File: src/rtl/rvfi_pkg.sv
////////////////////////////////////////////////////////////////////////////
// RVFI retirement tracer package
// Widths, encodings and the packed trace records used by every block
////////////////////////////////////////////////////////////////////////////

package rvfi_pkg;

  // Data path and record widths
  localparam int unsigned XLEN       = 32;
  localparam int unsigned REG_ADDR_W = 5;
  localparam int unsigned ORDER_W    = 64;
  localparam int unsigned MASK_W     = XLEN / 8;

  typedef enum logic [1:0] {
    PRIV_LVL_U = 2'b00,
    PRIV_LVL_S = 2'b01,
    PRIV_LVL_H = 2'b10,
    PRIV_LVL_M = 2'b11
  } priv_lvl_e;

  // Next PC source
  typedef enum logic [2:0] {
    PC_BOOT = 3'd0,
    PC_JUMP = 3'd1,
    PC_EXC  = 3'd2,
    PC_ERET = 3'd3,
    PC_DRET = 3'd4
  } pc_sel_e;

  // Exception PC source
  typedef enum logic [1:0] {
    EXC_PC_EXC     = 2'd0,
    EXC_PC_IRQ     = 2'd1,
    EXC_PC_DBD     = 2'd2,
    EXC_PC_DBG_EXC = 2'd3
  } exc_pc_sel_e;

  // Access size with value 3 reserved
  typedef enum logic [1:0] {
    MEM_WORD = 2'd0,
    MEM_HALF = 2'd1,
    MEM_BYTE = 2'd2,
    MEM_RSVD = 2'd3
  } mem_type_e;

  ////////////////////////////////////////////////////////////////////////////
  // Trace records
  ////////////////////////////////////////////////////////////////////////////

  // Decode stage view of the instruction
  typedef struct packed {
    logic [31:0]           instr_rdata;
    logic [15:0]           instr_rdata_c;
    logic                  is_compressed;
    logic [REG_ADDR_W-1:0] rs1_addr;
    logic [REG_ADDR_W-1:0] rs2_addr;
    logic [REG_ADDR_W-1:0] rd_addr;
    logic [XLEN-1:0]       rs1_data;
    logic [XLEN-1:0]       rs2_data;
    logic [XLEN-1:0]       rd_wdata;
    logic                  rd_we;
    logic [XLEN-1:0]       pc_id;
    logic [XLEN-1:0]       pc_if;
    priv_lvl_e             priv;
    logic                  illegal;
  } id_trace_t;

  // Pipeline control events
  typedef struct packed {
    logic        instr_new;
    logic        instr_ret;
    logic        pc_set;
    pc_sel_e     pc_mux;
    exc_pc_sel_e exc_pc_mux;
  } ctrl_evt_t;

  // Data side response
  typedef struct packed {
    logic            valid;
    logic            we;
    mem_type_e       data_type;
    logic [XLEN-1:0] addr;
    logic [XLEN-1:0] rdata;
    logic [XLEN-1:0] wdata;
  } lsu_trace_t;

  // One retired instruction
  typedef struct packed {
    logic                  valid;
    logic [ORDER_W-1:0]    order;
    logic [31:0]           insn;
    logic                  trap;
    logic                  halt;
    logic                  intr;
    priv_lvl_e             mode;
    logic [REG_ADDR_W-1:0] rs1_addr;
    logic [REG_ADDR_W-1:0] rs2_addr;
    logic [XLEN-1:0]       rs1_rdata;
    logic [XLEN-1:0]       rs2_rdata;
    logic [REG_ADDR_W-1:0] rd_addr;
    logic [XLEN-1:0]       rd_wdata;
    logic [XLEN-1:0]       pc_rdata;
    logic [XLEN-1:0]       pc_wdata;
    logic [XLEN-1:0]       mem_addr;
    logic [MASK_W-1:0]     mem_rmask;
    logic [MASK_W-1:0]     mem_wmask;
    logic [XLEN-1:0]       mem_rdata;
    logic [XLEN-1:0]       mem_wdata;
  } rvfi_t;

endpackage

File: src/rtl/rvfi_insn_track.sv
////////////////////////////////////////////////////////////////////////////
// Instruction tracker
// Open-instruction flag and trap-entry state, source of the intr flag
////////////////////////////////////////////////////////////////////////////

`timescale 1ns/1ps

module rvfi_insn_track (
  input  logic                clk,
  input  logic                rst_ni,
  input  rvfi_pkg::ctrl_evt_t ctrl_evt_i,
  output logic                insn_open_o,
  output logic                intr_o
);

  import rvfi_pkg::*;

  logic open_d;
  logic open_q;
  logic trap_entry;
  logic trap_d;
  logic trap_q;

  ////////////////////////////////////////////////////////////////////////////
  // Open instruction
  ////////////////////////////////////////////////////////////////////////////

  // Open from the instr_new cycle up to and including the retiring cycle
  assign open_d = ctrl_evt_i.instr_new | open_q;

  always_ff @(posedge clk or negedge rst_ni) begin
    if (!rst_ni) begin
      open_q <= 1'b0;
    end else if (ctrl_evt_i.instr_ret) begin
      open_q <= 1'b0;
    end else begin
      open_q <= open_d;
    end
  end

  assign insn_open_o = open_d;

  ////////////////////////////////////////////////////////////////////////////
  // Trap entry
  ////////////////////////////////////////////////////////////////////////////

  // PC redirected to an exception or interrupt vector
  assign trap_entry = ctrl_evt_i.pc_set && (ctrl_evt_i.pc_mux == PC_EXC) &&
                      ((ctrl_evt_i.exc_pc_mux == EXC_PC_EXC) ||
                       (ctrl_evt_i.exc_pc_mux == EXC_PC_IRQ));

  always_comb begin
    trap_d = trap_q;
    if (trap_entry) begin
      trap_d = 1'b1;
    end else if (trap_q && ctrl_evt_i.instr_ret) begin
      // First handler instruction has retired
      trap_d = 1'b0;
    end
  end

  always_ff @(posedge clk or negedge rst_ni) begin
    if (!rst_ni) begin
      trap_q <= 1'b0;
    end else begin
      trap_q <= trap_d;
    end
  end

  assign intr_o = trap_q & open_d;

  // A retirement needs an instruction opened now or on an earlier cycle
  a_ret_needs_open: assert property (@(posedge clk) disable iff (!rst_ni)
    ctrl_evt_i.instr_ret |-> (open_q || ctrl_evt_i.instr_new));

endmodule

File: src/rtl/rvfi_mem_capture.sv
////////////////////////////////////////////////////////////////////////////
// Memory capture
// Byte mask decode and the first data-side response of the open insn
////////////////////////////////////////////////////////////////////////////

`timescale 1ns/1ps

module rvfi_mem_capture (
  input  logic                        clk,
  input  logic                        rst_ni,
  input  rvfi_pkg::lsu_trace_t        lsu_trace_i,
  input  logic                        instr_new_i,
  input  logic                        insn_open_i,
  output logic [rvfi_pkg::MASK_W-1:0] mem_mask_o,
  output logic [rvfi_pkg::XLEN-1:0]   mem_addr_o,
  output logic [rvfi_pkg::XLEN-1:0]   mem_rdata_o,
  output logic [rvfi_pkg::XLEN-1:0]   mem_wdata_o
);

  import rvfi_pkg::*;

  logic            taken_q;
  logic            taken_cur;
  logic            capture;
  logic [XLEN-1:0] addr_q;
  logic [XLEN-1:0] rdata_q;
  logic [XLEN-1:0] wdata_q;

  // Byte enables by access size
  always_comb begin
    case (lsu_trace_i.data_type)
      MEM_WORD: mem_mask_o = 4'b1111;
      MEM_HALF: mem_mask_o = 4'b0011;
      MEM_BYTE: mem_mask_o = 4'b0001;
      default:  mem_mask_o = 4'b0000;
    endcase
  end

  // A new instruction rearms the capture
  assign taken_cur = taken_q & ~instr_new_i;
  assign capture   = lsu_trace_i.valid & insn_open_i & ~taken_cur;

  always_ff @(posedge clk or negedge rst_ni) begin
    if (!rst_ni) begin
      taken_q <= 1'b0;
      addr_q  <= '0;
      rdata_q <= '0;
      wdata_q <= '0;
    end else begin
      taken_q <= taken_cur | capture;
      addr_q  <= mem_addr_o;
      rdata_q <= mem_rdata_o;
      wdata_q <= mem_wdata_o;
    end
  end

  // Response visible in its own cycle and held afterwards
  assign mem_addr_o  = capture ? lsu_trace_i.addr  : addr_q;
  assign mem_rdata_o = capture ? lsu_trace_i.rdata : rdata_q;
  assign mem_wdata_o = capture ? lsu_trace_i.wdata : wdata_q;

  a_no_rsvd_type: assert property (@(posedge clk) disable iff (!rst_ni)
    lsu_trace_i.valid |-> (lsu_trace_i.data_type != MEM_RSVD));

endmodule

File: src/rtl/rvfi_output_reg.sv
////////////////////////////////////////////////////////////////////////////
// Output register
// Registers the retirement record and keeps the retirement order count
////////////////////////////////////////////////////////////////////////////

`timescale 1ns/1ps

module rvfi_output_reg (
  input  logic                            clk,
  input  logic                            rst_ni,
  input  rvfi_pkg::id_trace_t             id_trace_i,
  input  logic                            lsu_we_i,
  input  logic                            instr_ret_i,
  input  logic                            intr_i,
  input  logic [rvfi_pkg::XLEN-1:0]       rs1_data_i,
  input  logic [rvfi_pkg::XLEN-1:0]       rs2_data_i,
  input  logic [rvfi_pkg::REG_ADDR_W-1:0] rd_addr_i,
  input  logic [rvfi_pkg::XLEN-1:0]       rd_wdata_i,
  input  logic [rvfi_pkg::MASK_W-1:0]     mem_mask_i,
  input  logic [rvfi_pkg::XLEN-1:0]       mem_addr_i,
  input  logic [rvfi_pkg::XLEN-1:0]       mem_rdata_i,
  input  logic [rvfi_pkg::XLEN-1:0]       mem_wdata_i,
  output rvfi_pkg::rvfi_t                 rvfi_o
);

  import rvfi_pkg::*;

  logic [31:0] insn;
  rvfi_t       rvfi_q;

  // Compressed encodings are reported zero-extended
  always_comb begin
    if (id_trace_i.is_compressed) begin
      insn = {16'b0, id_trace_i.instr_rdata_c};
    end else begin
      insn = id_trace_i.instr_rdata;
    end
  end

  ////////////////////////////////////////////////////////////////////////////
  // Record register
  ////////////////////////////////////////////////////////////////////////////

  always_ff @(posedge clk or negedge rst_ni) begin
    if (!rst_ni) begin
      rvfi_q      <= '0;
      rvfi_q.mode <= PRIV_LVL_M;
    end else begin
      rvfi_q.valid     <= instr_ret_i;
      // Count of records already presented
      rvfi_q.order     <= rvfi_q.order + ORDER_W'(rvfi_q.valid);
      rvfi_q.insn      <= insn;
      rvfi_q.trap      <= id_trace_i.illegal;
      rvfi_q.halt      <= 1'b0;
      rvfi_q.intr      <= intr_i;
      rvfi_q.mode      <= id_trace_i.priv;
      rvfi_q.rs1_addr  <= id_trace_i.rs1_addr;
      rvfi_q.rs2_addr  <= id_trace_i.rs2_addr;
      rvfi_q.rs1_rdata <= rs1_data_i;
      rvfi_q.rs2_rdata <= rs2_data_i;
      rvfi_q.rd_addr   <= rd_addr_i;
      rvfi_q.rd_wdata  <= rd_wdata_i;
      rvfi_q.pc_rdata  <= id_trace_i.pc_id;
      rvfi_q.pc_wdata  <= id_trace_i.pc_if;
      rvfi_q.mem_addr  <= mem_addr_i;
      rvfi_q.mem_rmask <= mem_mask_i;
      // Loads write nothing
      rvfi_q.mem_wmask <= lsu_we_i ? mem_mask_i : '0;
      rvfi_q.mem_rdata <= mem_rdata_i;
      rvfi_q.mem_wdata <= mem_wdata_i;
    end
  end

  assign rvfi_o = rvfi_q;

endmodule

File: src/rtl/rvfi_reg_capture.sv
////////////////////////////////////////////////////////////////////////////
// Register capture
// Holds source operands from instr_new and the rd write of the open insn
////////////////////////////////////////////////////////////////////////////

`timescale 1ns/1ps

module rvfi_reg_capture (
  input  logic                            clk,
  input  logic                            rst_ni,
  input  rvfi_pkg::id_trace_t             id_trace_i,
  input  logic                            instr_new_i,
  input  logic                            insn_open_i,
  output logic [rvfi_pkg::XLEN-1:0]       rs1_data_o,
  output logic [rvfi_pkg::XLEN-1:0]       rs2_data_o,
  output logic [rvfi_pkg::REG_ADDR_W-1:0] rd_addr_o,
  output logic [rvfi_pkg::XLEN-1:0]       rd_wdata_o
);

  import rvfi_pkg::*;

  logic [XLEN-1:0]       rs1_data_d;
  logic [XLEN-1:0]       rs1_data_q;
  logic [XLEN-1:0]       rs2_data_d;
  logic [XLEN-1:0]       rs2_data_q;
  logic [REG_ADDR_W-1:0] rd_addr_d;
  logic [REG_ADDR_W-1:0] rd_addr_q;
  logic [XLEN-1:0]       rd_wdata_d;
  logic [XLEN-1:0]       rd_wdata_q;

  // Source data as read on the first decode cycle
  always_comb begin
    if (instr_new_i) begin
      rs1_data_d = id_trace_i.rs1_data;
      rs2_data_d = id_trace_i.rs2_data;
    end else begin
      rs1_data_d = rs1_data_q;
      rs2_data_d = rs2_data_q;
    end
  end

  // Destination write followed while the instruction is open
  always_comb begin
    if (insn_open_i) begin
      if (!id_trace_i.rd_we) begin
        rd_addr_d  = '0;
        rd_wdata_d = '0;
      end else begin
        rd_addr_d = id_trace_i.rd_addr;
        // x0 is hardwired, so its write data reads as zero
        if (id_trace_i.rd_addr == '0) begin
          rd_wdata_d = '0;
        end else begin
          rd_wdata_d = id_trace_i.rd_wdata;
        end
      end
    end else begin
      rd_addr_d  = rd_addr_q;
      rd_wdata_d = rd_wdata_q;
    end
  end

  always_ff @(posedge clk or negedge rst_ni) begin
    if (!rst_ni) begin
      rs1_data_q <= '0;
      rs2_data_q <= '0;
      rd_addr_q  <= '0;
      rd_wdata_q <= '0;
    end else begin
      rs1_data_q <= rs1_data_d;
      rs2_data_q <= rs2_data_d;
      rd_addr_q  <= rd_addr_d;
      rd_wdata_q <= rd_wdata_d;
    end
  end

  assign rs1_data_o = rs1_data_d;
  assign rs2_data_o = rs2_data_d;
  assign rd_addr_o  = rd_addr_d;
  assign rd_wdata_o = rd_wdata_d;

endmodule

File: src/rtl/rvfi_tracer.sv
////////////////////////////////////////////////////////////////////////////
// RVFI retirement tracer
// Builds one formal-interface record per retired instruction
////////////////////////////////////////////////////////////////////////////

`timescale 1ns/1ps

module rvfi_tracer (
  input  logic                 clk,
  input  logic                 rst_ni,
  input  rvfi_pkg::id_trace_t  id_trace_i,
  input  rvfi_pkg::ctrl_evt_t  ctrl_evt_i,
  input  rvfi_pkg::lsu_trace_t lsu_trace_i,
  output rvfi_pkg::rvfi_t      rvfi_o
);

  import rvfi_pkg::*;

  logic                  insn_open;
  logic                  intr;
  logic [XLEN-1:0]       rs1_data;
  logic [XLEN-1:0]       rs2_data;
  logic [REG_ADDR_W-1:0] rd_addr;
  logic [XLEN-1:0]       rd_wdata;
  logic [MASK_W-1:0]     mem_mask;
  logic [XLEN-1:0]       mem_addr;
  logic [XLEN-1:0]       mem_rdata;
  logic [XLEN-1:0]       mem_wdata;

  rvfi_insn_track u_insn_track (
    .clk         (clk),
    .rst_ni      (rst_ni),
    .ctrl_evt_i  (ctrl_evt_i),
    .insn_open_o (insn_open),
    .intr_o      (intr)
  );

  rvfi_reg_capture u_reg_capture (
    .clk         (clk),
    .rst_ni      (rst_ni),
    .id_trace_i  (id_trace_i),
    .instr_new_i (ctrl_evt_i.instr_new),
    .insn_open_i (insn_open),
    .rs1_data_o  (rs1_data),
    .rs2_data_o  (rs2_data),
    .rd_addr_o   (rd_addr),
    .rd_wdata_o  (rd_wdata)
  );

  rvfi_mem_capture u_mem_capture (
    .clk         (clk),
    .rst_ni      (rst_ni),
    .lsu_trace_i (lsu_trace_i),
    .instr_new_i (ctrl_evt_i.instr_new),
    .insn_open_i (insn_open),
    .mem_mask_o  (mem_mask),
    .mem_addr_o  (mem_addr),
    .mem_rdata_o (mem_rdata),
    .mem_wdata_o (mem_wdata)
  );

  rvfi_output_reg u_output_reg (
    .clk         (clk),
    .rst_ni      (rst_ni),
    .id_trace_i  (id_trace_i),
    .lsu_we_i    (lsu_trace_i.we),
    .instr_ret_i (ctrl_evt_i.instr_ret),
    .intr_i      (intr),
    .rs1_data_i  (rs1_data),
    .rs2_data_i  (rs2_data),
    .rd_addr_i   (rd_addr),
    .rd_wdata_i  (rd_wdata),
    .mem_mask_i  (mem_mask),
    .mem_addr_i  (mem_addr),
    .mem_rdata_i (mem_rdata),
    .mem_wdata_i (mem_wdata),
    .rvfi_o      (rvfi_o)
  );

endmodule

File: config.mk
export PLATFORM = sky130hd
export DESIGN_NAME = rvfi_tracer
export DESIGN_NICKNAME = d
export VERILOG_FILES = /design/src/rtl/rvfi_pkg.sv /design/src/rtl/rvfi_insn_track.sv /design/src/rtl/rvfi_mem_capture.sv /design/src/rtl/rvfi_output_reg.sv /design/src/rtl/rvfi_reg_capture.sv /design/src/rtl/rvfi_tracer.sv
export SDC_FILE = /design/constraint.sdc
export NUM_CORES = 1
export LEC_CHECK = 0
export ABC_AREA = 1
export CORE_AREA = 3 3 282 284
export CTS_CLUSTER_DIAMETER = 80
export DETAILED_ROUTE_END_ITERATION = 12
export DIE_AREA = 0 0 285 287
export DONT_BUFFER_PORTS = 1
export PLACE_DENSITY = 0.37
export SETUP_SLACK_MARGIN = 0.15
export SLEW_MARGIN = 20
export SYNTH_ARGS = -nofsm -noshare
export SYNTH_HDL_FRONTEND = slang
export SYNTH_SLANG_ARGS = --single-unit
File: constraint.sdc
create_clock -name clk -period 3.6 [get_ports clk]
set_input_delay 0.72 -clock clk [delete_from_list [all_inputs] [get_ports clk]]
set_output_delay 0.72 -clock clk [all_outputs]
set_load 0.02 [all_outputs]
Yosys cells after proc, flatten, opt, wreduce, memory -nomap -nowiden
Cells that the tools add are included.
Widths: inputs -> output; s select.
- bits in registers: 383
- bits of input ports: 338
- output and inout bits: 381
- add/sub/neg operators: 1
- eq/ne operators: 4
- muxes and demuxes: 9
- bitwise operators: 8
- reductions and logical operators: 8
- operator list (cell ; count):
    $mux 32 ; 3
    $add 64x1->64 ; 1
    $pmux 4 s3 ; 1
    $logic_not 5->1 ; 1
    $mux 5 ; 1
    $and 1x1->1 ; 4
    $eq 2x1->1 const B ; 2
    $logic_not 2->1 ; 2
    $mux 4 ; 1
    $eq 3x2->1 const B ; 1
    $logic_and 1x1->1 ; 3
    $mux 1 ; 3
    $eq 2x2->1 const B ; 1
    $not 1->1 ; 2
    $or 1x1->1 ; 2
    $reduce_bool 2->1 ; 1
    $logic_or 1x1->1 ; 1

Longest topological paths before layout
Gate-level depths: netlist of run 1.
- depth after elaboration: 5
- gate-level depth with buffers: 11
- gate-level depth less buffers: 11

Cells and area by module
A second synthesis of run 1 with hierarchy kept.
- cell total of the unflattened synthesis: 1828
- area total of the unflattened synthesis: 20188.1 um2
- by module, submodules not included (module ; times used ; cells each ; area an instance (um2) ; sequential area each (um2)):
    rvfi_output_reg ; 1 ; 891 ; 11980.2 ; 9511.6
    rvfi_reg_capture ; 1 ; 496 ; 4255.3 ; 2527.4
    rvfi_mem_capture ; 1 ; 425 ; 3841.2 ; 2427.3
    rvfi_insn_track ; 1 ; 16 ; 111.4 ; 50.0

Least setup slack after synthesis of run 1
Ideal clock, no wire load.
- path type: input-to-reg
- from: input ctrl_evt_i[7] (netlist name)
- to: register u_mem_capture.wdata_q[0]
- library setup time: 128 ps
- arrival: 1693 ps
- data required time: 3472 ps
- slack: 1779 ps
- stages on the path: 6
- buffers on the path: 2
- path through: nor2_2 inv_2 nand3_2 buf_4 buf_6 mux2_1
- word-level cells in the longest chain between the ends: 4
- ends and longest elaborated chain (element ; line ; text):
    start: declaration ; rvfi_tracer.sv:12 ; input rvfi_pkg::ctrl_evt_t ctrl_evt_i,
    $not 1->1 ; rvfi_mem_capture.sv:40 ; assign taken_cur = taken_q & ~instr_new_i;
    $and 1x1->1 ; rvfi_mem_capture.sv:40 ;
    $not 1->1 ; rvfi_mem_capture.sv:41 ; assign capture = lsu_trace_i.valid & insn_open_i & ~taken_cur;
    $and 1x1->1 * ; rvfi_mem_capture.sv:41 ;
    end signal: assignment ; rvfi_mem_capture.sv:53 ; wdata_q <= mem_wdata_o;
    end: declaration ; rvfi_mem_capture.sv:27 ; logic [XLEN-1:0] wdata_q;
Every way passes the cells marked *; elsewhere a longest branch is shown, timed or not.
A chain may end at the register's enable or synchronous reset.

Worst setup path in the final report of run 1
- from: register u_output_reg.rvfi_q (netlist bit u_output_reg.rvfi_o[380])
- to: register u_output_reg.rvfi_q (netlist bit u_output_reg.rvfi_o[376])
- word-level cells in the longest chain between the ends: 1
- ends and longest elaborated chain (element ; line ; text):
    start: declaration ; rvfi_output_reg.sv:29 ; rvfi_t rvfi_q;
    $add 64x1->64 ; rvfi_output_reg.sv:51 ; rvfi_q.order <= rvfi_q.order + ORDER_W'(rvfi_q.valid);
Every way passes these cells.

==> run_results.csv, run 1 <==
group,metric,value,unit
status,status,"finished, violations left",
status,violations,"negative hold slack",
worst_setup_path,cp-end-kind,"flip-flop",
power_and_ir_drop,vdd_ir_drop_max,0.308,mV
job,maxCapViolCount,0,
yosys,synth_fp_nets,1680,
floorplanning,fp.dieW,285,um
yosys,syn_area,14400,um2
placed_design,place_ws,1240,ps
global_route,grt_usage,0.112,
placed_design,dp_hpwl,36800,um
clock_network,cts_made_buffers,47,
worst_setup_path,crit_arrival,2700,ps
routing,highest-signal-layer,"met5",
worst_setup_path,crit_type,"flip-flop to flip-flop",
routing,via_count,9303,
worst_setup_path,worst-path-max-fanout,4,
clock_network,post_cts_resized,0,
worst_setup_path,cp-start-kind,"flip-flop",
sta,hold_viol_final,301,
yosys,synth_area_leaders,"dfrtp_1 (66%), nand2_1 (11%), mux2_2 (5.6%)",
routing,drc_errors,0,
placed_design,placed_cells,2348,
finish,drive_gt1_frac,0.122,
global_route,overflow,0,
sta,finalSetupViolCount,0,
power_and_ir_drop,p_leak,7.53,nW
finish,final_cells,2430,
yosys,yosysSeqAreaShare,0.662,
floorplanning,die_h,287,um
routing,routed_wl,48100,um
routing,ant_nets,0,
sta,holdWs,-147,ps
floorplanning,row_count,102,
sta,min_period,2260,ps
hold_path,hp-class,"input pin to async pin",
clock_network,tritoncts,"done",
yosys,ys_types,30,
global_route,grt_pass1_wl,68600,um
routing,via_per_inst,3.83,
sta,relSlewSlack,0.484,
clock_network,clockBufferDepth,3,
routing,wire_per_inst,19.8,um
clock_network,cts_max_level,2,
yosys,yosysWarningCount,0,
floorplanning,coreArea,77300,um2
finish,areaGrowthSynthToFinish,18.7,%
sta,rsz0062_at_grt,"no",
floorplanning,pin_count,719,
yosys,ys_ff_latch,381,
power_and_ir_drop,power_density,629,nW/um2
yosys,syn_inst,1340,
sta,slew_violations,0,
clock_network,clock_latency,560,ps
routing,drt-pass1-iter-count,4,
routing,wl_met2,24800,um
clock_network,clkTransAtPathRegs,60,ps
sta,setup_ws,1340,ps
floorplanning,die_area,81800,um2
clock_network,cts_root_buffer,"clkbuf_16",
routing,wl_met3,4640,um
sta,tightest_slew,774,ps
worst_setup_path,worstPathRequired,4040,ps
yosys,syn_avg_cell_area,10.7,um2
global_route,grt_antenna_before_repair,6,
power_and_ir_drop,power,10.7,mW
global_route,grt_pass1_vias,9960,
sta,fin_setup_tns,0,ps
yosys,synth_top_area_cell,"dfrtp_1",
clock_network,post_cts_buffers,0,
clock_network,clock-sinks,381,
placed_design,place_congestion,0.901,
routing,drt_iter0_drc,432,
floorplanning,initial_utilization,0.186,
global_route,grt_max_degree,382,
sta,fin_skew,21.7,ps
yosys,synth.top_cell.area_share,0.659,
sta,max_freq,442,MHz
routing,drt-met1-wl,17500,um
sta,layout_worst_path_cycle_share,0.628,
finish,fin_nets,1697,
placed_design,port_buffers,0,
-- cells by family after synthesis --
logic type,after synthesis,share of synthesized area
adder cells (fa/ha/maj),2,0.00174
multiplexers,112,0.0876
buffers and inverters,134,0.0386
XOR/XNOR,31,0.0189
other,1,0.000260
AND/OR/NAND/NOR,619,0.170
flip-flops,381,0.662
AO/OA/AOI/OAI,60,0.0212
-- cell usage in the layout (no fill, tap or decap), drive strengths merged, types with 3 or more instances in the layout --
master / instances
nand2: 445
dfrtp: 379
nor2: 147
mux2: 112
inv: 101
clkbuf: 66
o21ai: 57
xnor2: 20
xor2: 11
nand3: 11
nand4: 9
clkinv: 7
buf: 5
nand3b: 4
bufinv: 3
-- power breakdown --
| group | internal [mW] | switching [mW] | total, mW |
|---|---|---|---|
| combinational | 0.248 | 0.230 | 0.478 |
| clock | 2.82 | 1.83 | 4.65 |
| sequential | 4.70 | 0.913 | 5.61 |
-- through the flow --
step | util | instance area (um2)
floorplan | - | 14400
global placement | 0.201 | 15600
detailed placement | 0.201 | 15600
CTS | 0.221 | 17100
global route | 0.221 | 17100
finish | 0.221 | 17100
-- layout make-up --
type	count	area, um2
Antenna cell	1	2.50
Sequential cell	381	9540
Inverter	97	364
Timing Repair Buffer	5	37.5
Tap cell	1040	1300
Multi-Input combinational cell	825	4320
Clock buffer	66	1350
Clock inverter	15	186
Fill cell	8402	60200
-- sequential cells by signal, summed over array words and instances, names as in the netlist --
name                   flops
u_insn_track.trap_q        1
u_output_reg.rvfi_o      346
u_mem_capture.taken_q      1
u_insn_track.open_q        1
u_mem_capture.wdata_q     32
-- synthesized netlist by cell type --
cell type and count:
nand2_1 440, dfrtp_1 379, nor2_1 138, inv_1 94
mux2_2 72, o21ai_0 51, mux2_1 40, clkbuf_1 23
xnor2_1 20, xor2_1 11, nand3_1 10, nand4_1 9
buf_2 6, o21ai_1 6, nand2_2 5, nor2_2 5
buf_4 4, buf_6 4, nand3b_1 4, nor2_4 4
inv_2 3, dfstp_2 2, ha_1 2, nor3_1 2
a21oi_1 1, a31o_2 1, conb_1 1, nand3_2 1
nor3b_1 1, o22ai_1 1
-- critical path: stages, from the launching register on --
cell and delay [ps]:
dfrtp_1 470, ha_1 230, ha_1 180, nand2_1 120, nor2_4 230, nand2_2 140, nor2_1 330, nand2_1 190
o21ai_0 190, nand2_1 70
-- worst paths after layout --
kind / startpoint / to / slack, ps / depth (start not counted)
max in group asynchronous: rst_ni / u_mem_capture.taken_q / 3100 / 0
max reg2reg: u_output_reg.rvfi_o[380] / u_output_reg.rvfi_o[376] / 1340 / 9
max: u_output_reg.rvfi_o[380] / u_output_reg.rvfi_o[376] / 1340 / 9
min in group clk: id_trace_i[2] / u_output_reg.rvfi_o[280] / 160 / 0
min: rst_ni / u_output_reg.rvfi_o[348] / -150 / 0
min reg2reg: u_mem_capture.taken_q / u_mem_capture.taken_q / 520 / 2
-- layer usage --
metal,vias up,GRT usage
li1,4217,-
met1,4594,0.125
met2,419,0.195
met3,65,0.0450
met4,8,0.0316
met5,-,0
Power figures use the tool's default switching activity.
==> run 2, diff against run 1 <==
ABC_AREA = 0   (was 1)
clock period = 1.95 ns   (was 3.6 ns; I/O delays follow)
==> run 2 against run 1 <==
  * The run ends with negative hold slack, max-slew violations left
  * Sequential cell count unchanged
  * Via count decreased by 0.81%
  * Register-to-register slack lost 1100 ps
  * Global-route usage is 0.17 points lower
  * Maximum frequency is 30% higher
  * Combinational power increased to 4.4 times the previous value
  * Sequential power increased by 80%
  * Critical endpoint is now u_output_reg.rvfi_o[351]
  * Largest cell class unchanged
==> run_results.csv, run 2 <==
group,metric,value,unit
sta,fin_setup_tns,0,ps
clock_network,clock_latency,560,ps
floorplanning,pin_count,719,
clock_network,clock-sinks,381,
yosys,yosysSeqAreaShare,0.704,
power_and_ir_drop,vdd_ir_drop_max,0.638,mV
worst_setup_path,crit_chain,"nand3_1, nor3_1, buf_4, nand4_1, buf_4, nor3_2, xor2_1",
status,status,"finished, violations left",
finish,seqCellArea,9560,um2
placed_design,placed_cells,1975,
routing,drt-pass1-iter-count,4,
sta,max_freq,576,MHz
placed_design,place_congestion,0.739,
floorplanning,fp.dieW,285,um
yosys,synth_area_leaders,"dfrtp_1 (70%), mux2_2 (15%), xor2_1 (2.5%)",
finish,fill_cells,7870,
sta,relSlewSlack,-0.584,
routing,wl_met3,5550,um
yosys,syn_inst,874,
yosys,yosysMostFrequentCell,"dfrtp_1",
clock_network,hold_buffers,400,
floorplanning,coreArea,77300,um2
routing,wire_per_inst,19.2,um
global_route,grt_max_degree,382,
clock_network,cts_made_buffers,43,
worst_setup_path,crit_slowest_cell,"dfrtp_1",
sta,slew_violations,233,
sta,finalSetupViolCount,0,
routing,wl_met2,24600,um
finish,fin_nets,1732,
yosys,yosys-top-cells-count,"dfrtp_1 (379), mux2_2 (176), xor2_1 (38), a22o_1 (32), nor2_1 (31)",
floorplanning,die_h,287,um
routing,drt-met1-wl,15200,um
worst_setup_path,cp-end-kind,"flip-flop",
finish,drive_gt1_frac,0.285,
yosys,synthArstFlopShare,1.00,
floorplanning,row_count,102,
global_route,grt_usage,0.110,
worst_setup_path,cpMostUsedCell,"buf_4",
sta,fin_skew,16.3,ps
worst_setup_path,cp-start-kind,"flip-flop",
yosys,ys_ff_latch,381,
yosys,syn_area,13500,um2
yosys,ys_types,35,
finish,final_cell_mix,"dlygate4sd3_1 (399), dfrtp_1 (364), mux2_2 (176)",
power_and_ir_drop,power_density,946,nW/um2
worst_setup_path,rrSetupSlack,210,ps
sta,rsz0062_at_grt,"yes",
placed_design,dp_hpwl,33200,um
clock_network,tritoncts,"done",
global_route,grt_pass1_wl,68400,um
sta,hold_viol_final,238,
worst_setup_path,worstPathRequired,2430,ps
sta,layout_worst_path_cycle_share,0.890,
sta,holdWs,-481,ps
routing,drc_errors,0,
power_and_ir_drop,power,20.1,mW
yosys,syn_avg_cell_area,15.5,um2
status,violations,"negative hold slack, max-slew violations",
yosys,yosysWarningCount,0,
routing,ant_nets,0,
finish,areaGrowthSynthToFinish,56.7,%
floorplanning,die_area,81800,um2
clock_network,clkTransAtPathRegs,60,ps
routing,drt_iter0_drc,271,
clock_network,clockBufferDepth,3,
routing,via_count,9228,
global_route,grt_pass1_vias,10400,
finish,multi_input_area,4050,um2
yosys,synth_top_area_cell,"dfrtp_1",
sta,tightest_slew,2380,ps
power_and_ir_drop,p_leak,9.19,nW
yosys,synth-edff-count,0,
worst_setup_path,crit_type,"flip-flop to flip-flop",
global_route,overflow,0,
finish,final_cells,2465,
job,maxCapViolCount,0,
routing,highest-signal-layer,"met5",
yosys,synth_flop_cell,"dfrtp_1",
sta,min_period,1740,ps
worst_setup_path,worst-path-max-fanout,3,
yosys,synth.top_cell.area_share,0.700,
clock_network,cts_max_level,2,
routing,routed_wl,47200,um
hold_path,hp-class,"input pin to async pin",
placed_design,port_buffers,0,
worst_setup_path,crit_path_max_incr_delay,360,ps
routing,via_per_inst,3.74,
worst_setup_path,path_delay_family,"simple AND/OR/NAND/NOR gates",
finish,final_common_cell,"dlygate4sd3_1",
clock_network,cts_root_buffer,"clkbuf_16",
finish,largest_reg_flops,346,
global_route,grt_antenna_before_repair,10,
yosys,synth_fp_nets,1214,
floorplanning,initial_utilization,0.175,
worst_setup_path,crit_buf_inv,2,
worst_setup_path,crit_arrival,2220,ps
## run 2: worst paths after layout
| path | end | from | cells past startpoint |
|---|---|---|---|
| max in group asynchronous | u_output_reg.rvfi_o[333] | rst_ni | 0 |
| max reg2reg | u_output_reg.rvfi_o[351] | u_output_reg.rvfi_o[326] | 7 |
| max | u_output_reg.rvfi_o[351] | u_output_reg.rvfi_o[326] | 7 |
| min reg2reg | u_output_reg.rvfi_o[316] | u_output_reg.rvfi_o[380] | 1 |
| min in group clk | u_output_reg.rvfi_o[302] | id_trace_i[179] | 2 |
| min | u_output_reg.rvfi_o[122] | rst_ni | 0 |
## run 2: power breakdown
group / total [mW] / internal, mW / leakage, nW / switching, mW
registers: 10.1 / 8.64 / 4.64 / 1.45
clock network: 7.92 / 4.64 / 0.673 / 3.28
logic: 2.08 / 1.34 / 3.88 / 0.734
## run 2: area by class of cell
class / instances / share of cell area
Antenna cell: 2 / 0.000236
Clock buffer: 61 / 0.0577
Clock inverter: 15 / 0.00702
Inverter: 14 / 0.00248
Multi-Input combinational cell: 448 / 0.191
Sequential cell: 381 / 0.450
Tap cell: 1040 / 0.0613
Timing Repair Buffer: 504 / 0.230
## run 2: cell families after synthesis
group                    count (synthesis)  synth area share
AO/OA/AOI/OAI                           43            0.0249
XOR/XNOR                                62            0.0401
adder cells (fa/ha/maj)                  2           0.00185
buffers and inverters                   45            0.0137
flip-flops                             381             0.704
multiplexers                           176             0.146
other                                    1          0.000277
AND/OR/NAND/NOR                        164            0.0686
## run 2: metrics by stage
| step | worst slack, ps | hold slack [ps] | util | area [um2] |
|---|---|---|---|---|
| final | 215 | -481 | 0.274 | 21200 |
| after detailed placement | 24.7 | 104 | 0.202 | 15600 |
| after floorplan | 105 | 94.4 | - | 13700 |
| after CTS | 126 | -535 | 0.272 | 21100 |
| after global placement | 36.8 | 104 | 0.202 | 15600 |
| after global routing | 94.6 | -533 | 0.274 | 21200 |
## run 2: timing repair
item,CTS,global route
pin swaps,3,5
setup endpoints to repair,24,67
buffers inserted,3,8
hold endpoints to repair,697,381
gates resized for setup,2,12
gates cloned,0,1
## run 2: layer usage
metal / up-vias / GRT usage
met2: 473 / 0.200
met3: 82 / 0.0546
met1: 4600 / 0.106
met5: - / 0
met4: 12 / 0.0429
li1: 4061 / -
==> run 3, diff against run 2 <==
ABC_AREA = 1   (was 0)
PLACE_DENSITY = 0.38   (was 0.37)
==> run 3 against run 2 <==
  * The run still ends with negative hold slack, max-slew violations left
  * Final cell count grew 16%
  * Critical path depth decreased by 4
  * Clock skew increased by 8.2 ps
  * Utilization is 0.36 points higher
  * Clock power grew 17%
  * Clock-buffer cell count fell by 3
==> run_results.csv, run 3 (same netlist as run 1, synthesis figures left out) <==
group,metric,value,unit
status,status,"finished, violations left",
status,violations,"negative hold slack, max-slew violations",
global_route,grt_antenna_before_repair,5,
floorplanning,fp.dieW,285,um
routing,drt_iter0_drc,377,
routing,via_count,11100,
placed_design,dp_hpwl,36800,um
finish,final_common_cell,"nand2_1",
sta,hold_viol_final,246,
sta,slew_violations,226,
finish,final_cell_mix,"nand2_1 (429), dfrtp_1 (376), dlygate4sd3_1 (332)",
clock_network,clock-sinks,381,
clock_network,cts_max_level,2,
routing,via_per_inst,3.87,
worst_setup_path,worstPathRequired,1560,ps
finish,largest_reg_flops,346,
finish,fin_nets,2123,
worst_setup_path,cpMostUsedCell,"buf_4",
routing,routed_wl,51700,um
floorplanning,coreArea,77300,um2
global_route,grt_pass1_vias,12000,
placed_design,port_buffers,0,
finish,drive_gt1_frac,0.168,
finish,areaGrowthSynthToFinish,49.3,%
power_and_ir_drop,power,21.3,mW
clock_network,cts_made_buffers,46,
job,maxCapViolCount,0,
sta,layout_worst_path_cycle_share,0.895,
routing,drc_errors,0,
clock_network,clock_latency,570,ps
routing,drt-pass1-iter-count,4,
floorplanning,die_area,81800,um2
sta,holdWs,-491,ps
clock_network,clockBufferDepth,3,
clock_network,cts_root_buffer,"clkbuf_16",
worst_setup_path,path_delay_family,"flip-flops",
sta,max_freq,573,MHz
power_and_ir_drop,power_density,993,nW/um2
clock_network,hold_buffers,334,
worst_setup_path,worst-path-max-fanout,2,
global_route,grt_max_degree,382,
sta,tightest_slew,2370,ps
worst_setup_path,crit_buf_inv,3,
worst_setup_path,cp-start-kind,"flip-flop",
clock_network,clkTransAtPathRegs,60,ps
global_route,grt_usage,0.121,
power_and_ir_drop,vdd_ir_drop_max,0.585,mV
finish,fill_cells,8122,
sta,rsz0062_at_grt,"yes",
finish,final_cells,2860,
worst_setup_path,crit_path_max_incr_delay,400,ps
floorplanning,pin_count,719,
sta,min_period,1750,ps
sta,relSlewSlack,-0.582,
hold_path,hp-class,"input pin to async pin",
worst_setup_path,crit_type,"flip-flop to output pin",
floorplanning,die_h,287,um
worst_setup_path,cp-end-kind,"output pin",
sta,finalSetupViolCount,0,
routing,ant_nets,0,
worst_setup_path,crit_chain,"buf_4, buf_4, buf_6",
floorplanning,row_count,102,
power_and_ir_drop,p_leak,9.60,nW
floorplanning,initial_utilization,0.186,
placed_design,placed_cells,2428,
routing,wire_per_inst,18.1,um
global_route,grt_pass1_wl,76100,um
sta,fin_skew,24.5,ps
placed_design,place_congestion,0.876,
worst_setup_path,crit_arrival,1360,ps
global_route,overflow,0,
clock_network,tritoncts,"done",
worst_setup_path,crit_slowest_cell,"dfrtp_1",
-- run 3: per-layer routing --
| metal | vias to the layer above | global-route usage | wire, um | share of wire |
|---|---|---|---|---|
| li1 | 5086 | - | - | - |
| met1 | 5417 | 0.134 | 19100 | 0.37 |
| met2 | 474 | 0.212 | 26400 | 0.51 |
| met3 | 87 | 0.0460 | 4630 | 0.090 |
| met4 | 6 | 0.0402 | 1550 | 0.030 |
| met5 | - | 0 | 46 | 0.00089 |
-- run 3: per-stage QoR --
stage	hold WS (ps)	cell area [um2]	setup TNS [ps]	worst slack [ps]	utilization
floorplan	94.4	14400	0	156	-
detailed placement	105	16200	-761	-108	0.209
global placement	104	16200	-376	-105	0.209
global route	-537	21500	0	63.8	0.278
CTS	-535	21300	0	112	0.276
finish	-491	21500	0	204	0.278
-- run 3: path summary, 6_finish.rpt --
path | startpoint | to | slack (ps) | depth (start not counted)
hold reg to reg | u_insn_track.trap_q | u_output_reg.rvfi_o[281] | 490 | 2
max in group asynchronous | rst_ni | u_output_reg.rvfi_o[55] | 530 | 0
setup / recovery | u_output_reg.rvfi_o[316] | rvfi_o[316] | 200 | 3
hold / removal | rst_ni | u_output_reg.rvfi_o[348] | -490 | 0
setup reg to reg | u_output_reg.rvfi_o[316] | u_output_reg.rvfi_o[364] | 200 | 10
min in group clk | id_trace_i[154] | u_output_reg.rvfi_o[259] | 50 | 2
-- run 3: what timing repair did --
action | in CTS | in global routing
setup buffers | 5 | 8
cloned | 0 | 0
endpoints found under the hold margin | 692 | 381
endpoints found under the setup margin | 52 | 44
gates resized for setup | 22 | 44
pin swaps | 6 | 23
-- run 3: cell type report --
cell class / instances / area (um2) / area share
repair buffers: 432 / 4170 / 0.194
well taps: 1040 / 1300 / 0.0605
diodes: 2 / 5.00 / 0.000233
inverters: 97 / 364 / 0.0169
multi-input cells: 825 / 4480 / 0.208
flip-flops and latches: 381 / 9540 / 0.444
clock buffers: 58 / 1270 / 0.0589
clock inverters: 25 / 380 / 0.0177
-- run 3: report_power, final --
| part | total, mW | internal (mW) | switching [mW] |
|---|---|---|---|
| Sequential | 10.2 | 8.68 | 1.56 |
| Combinational | 1.88 | 1.10 | 0.781 |
| Clock | 9.23 | 5.69 | 3.53 |
| Total | 21.3 | 15.5 | 5.87 |
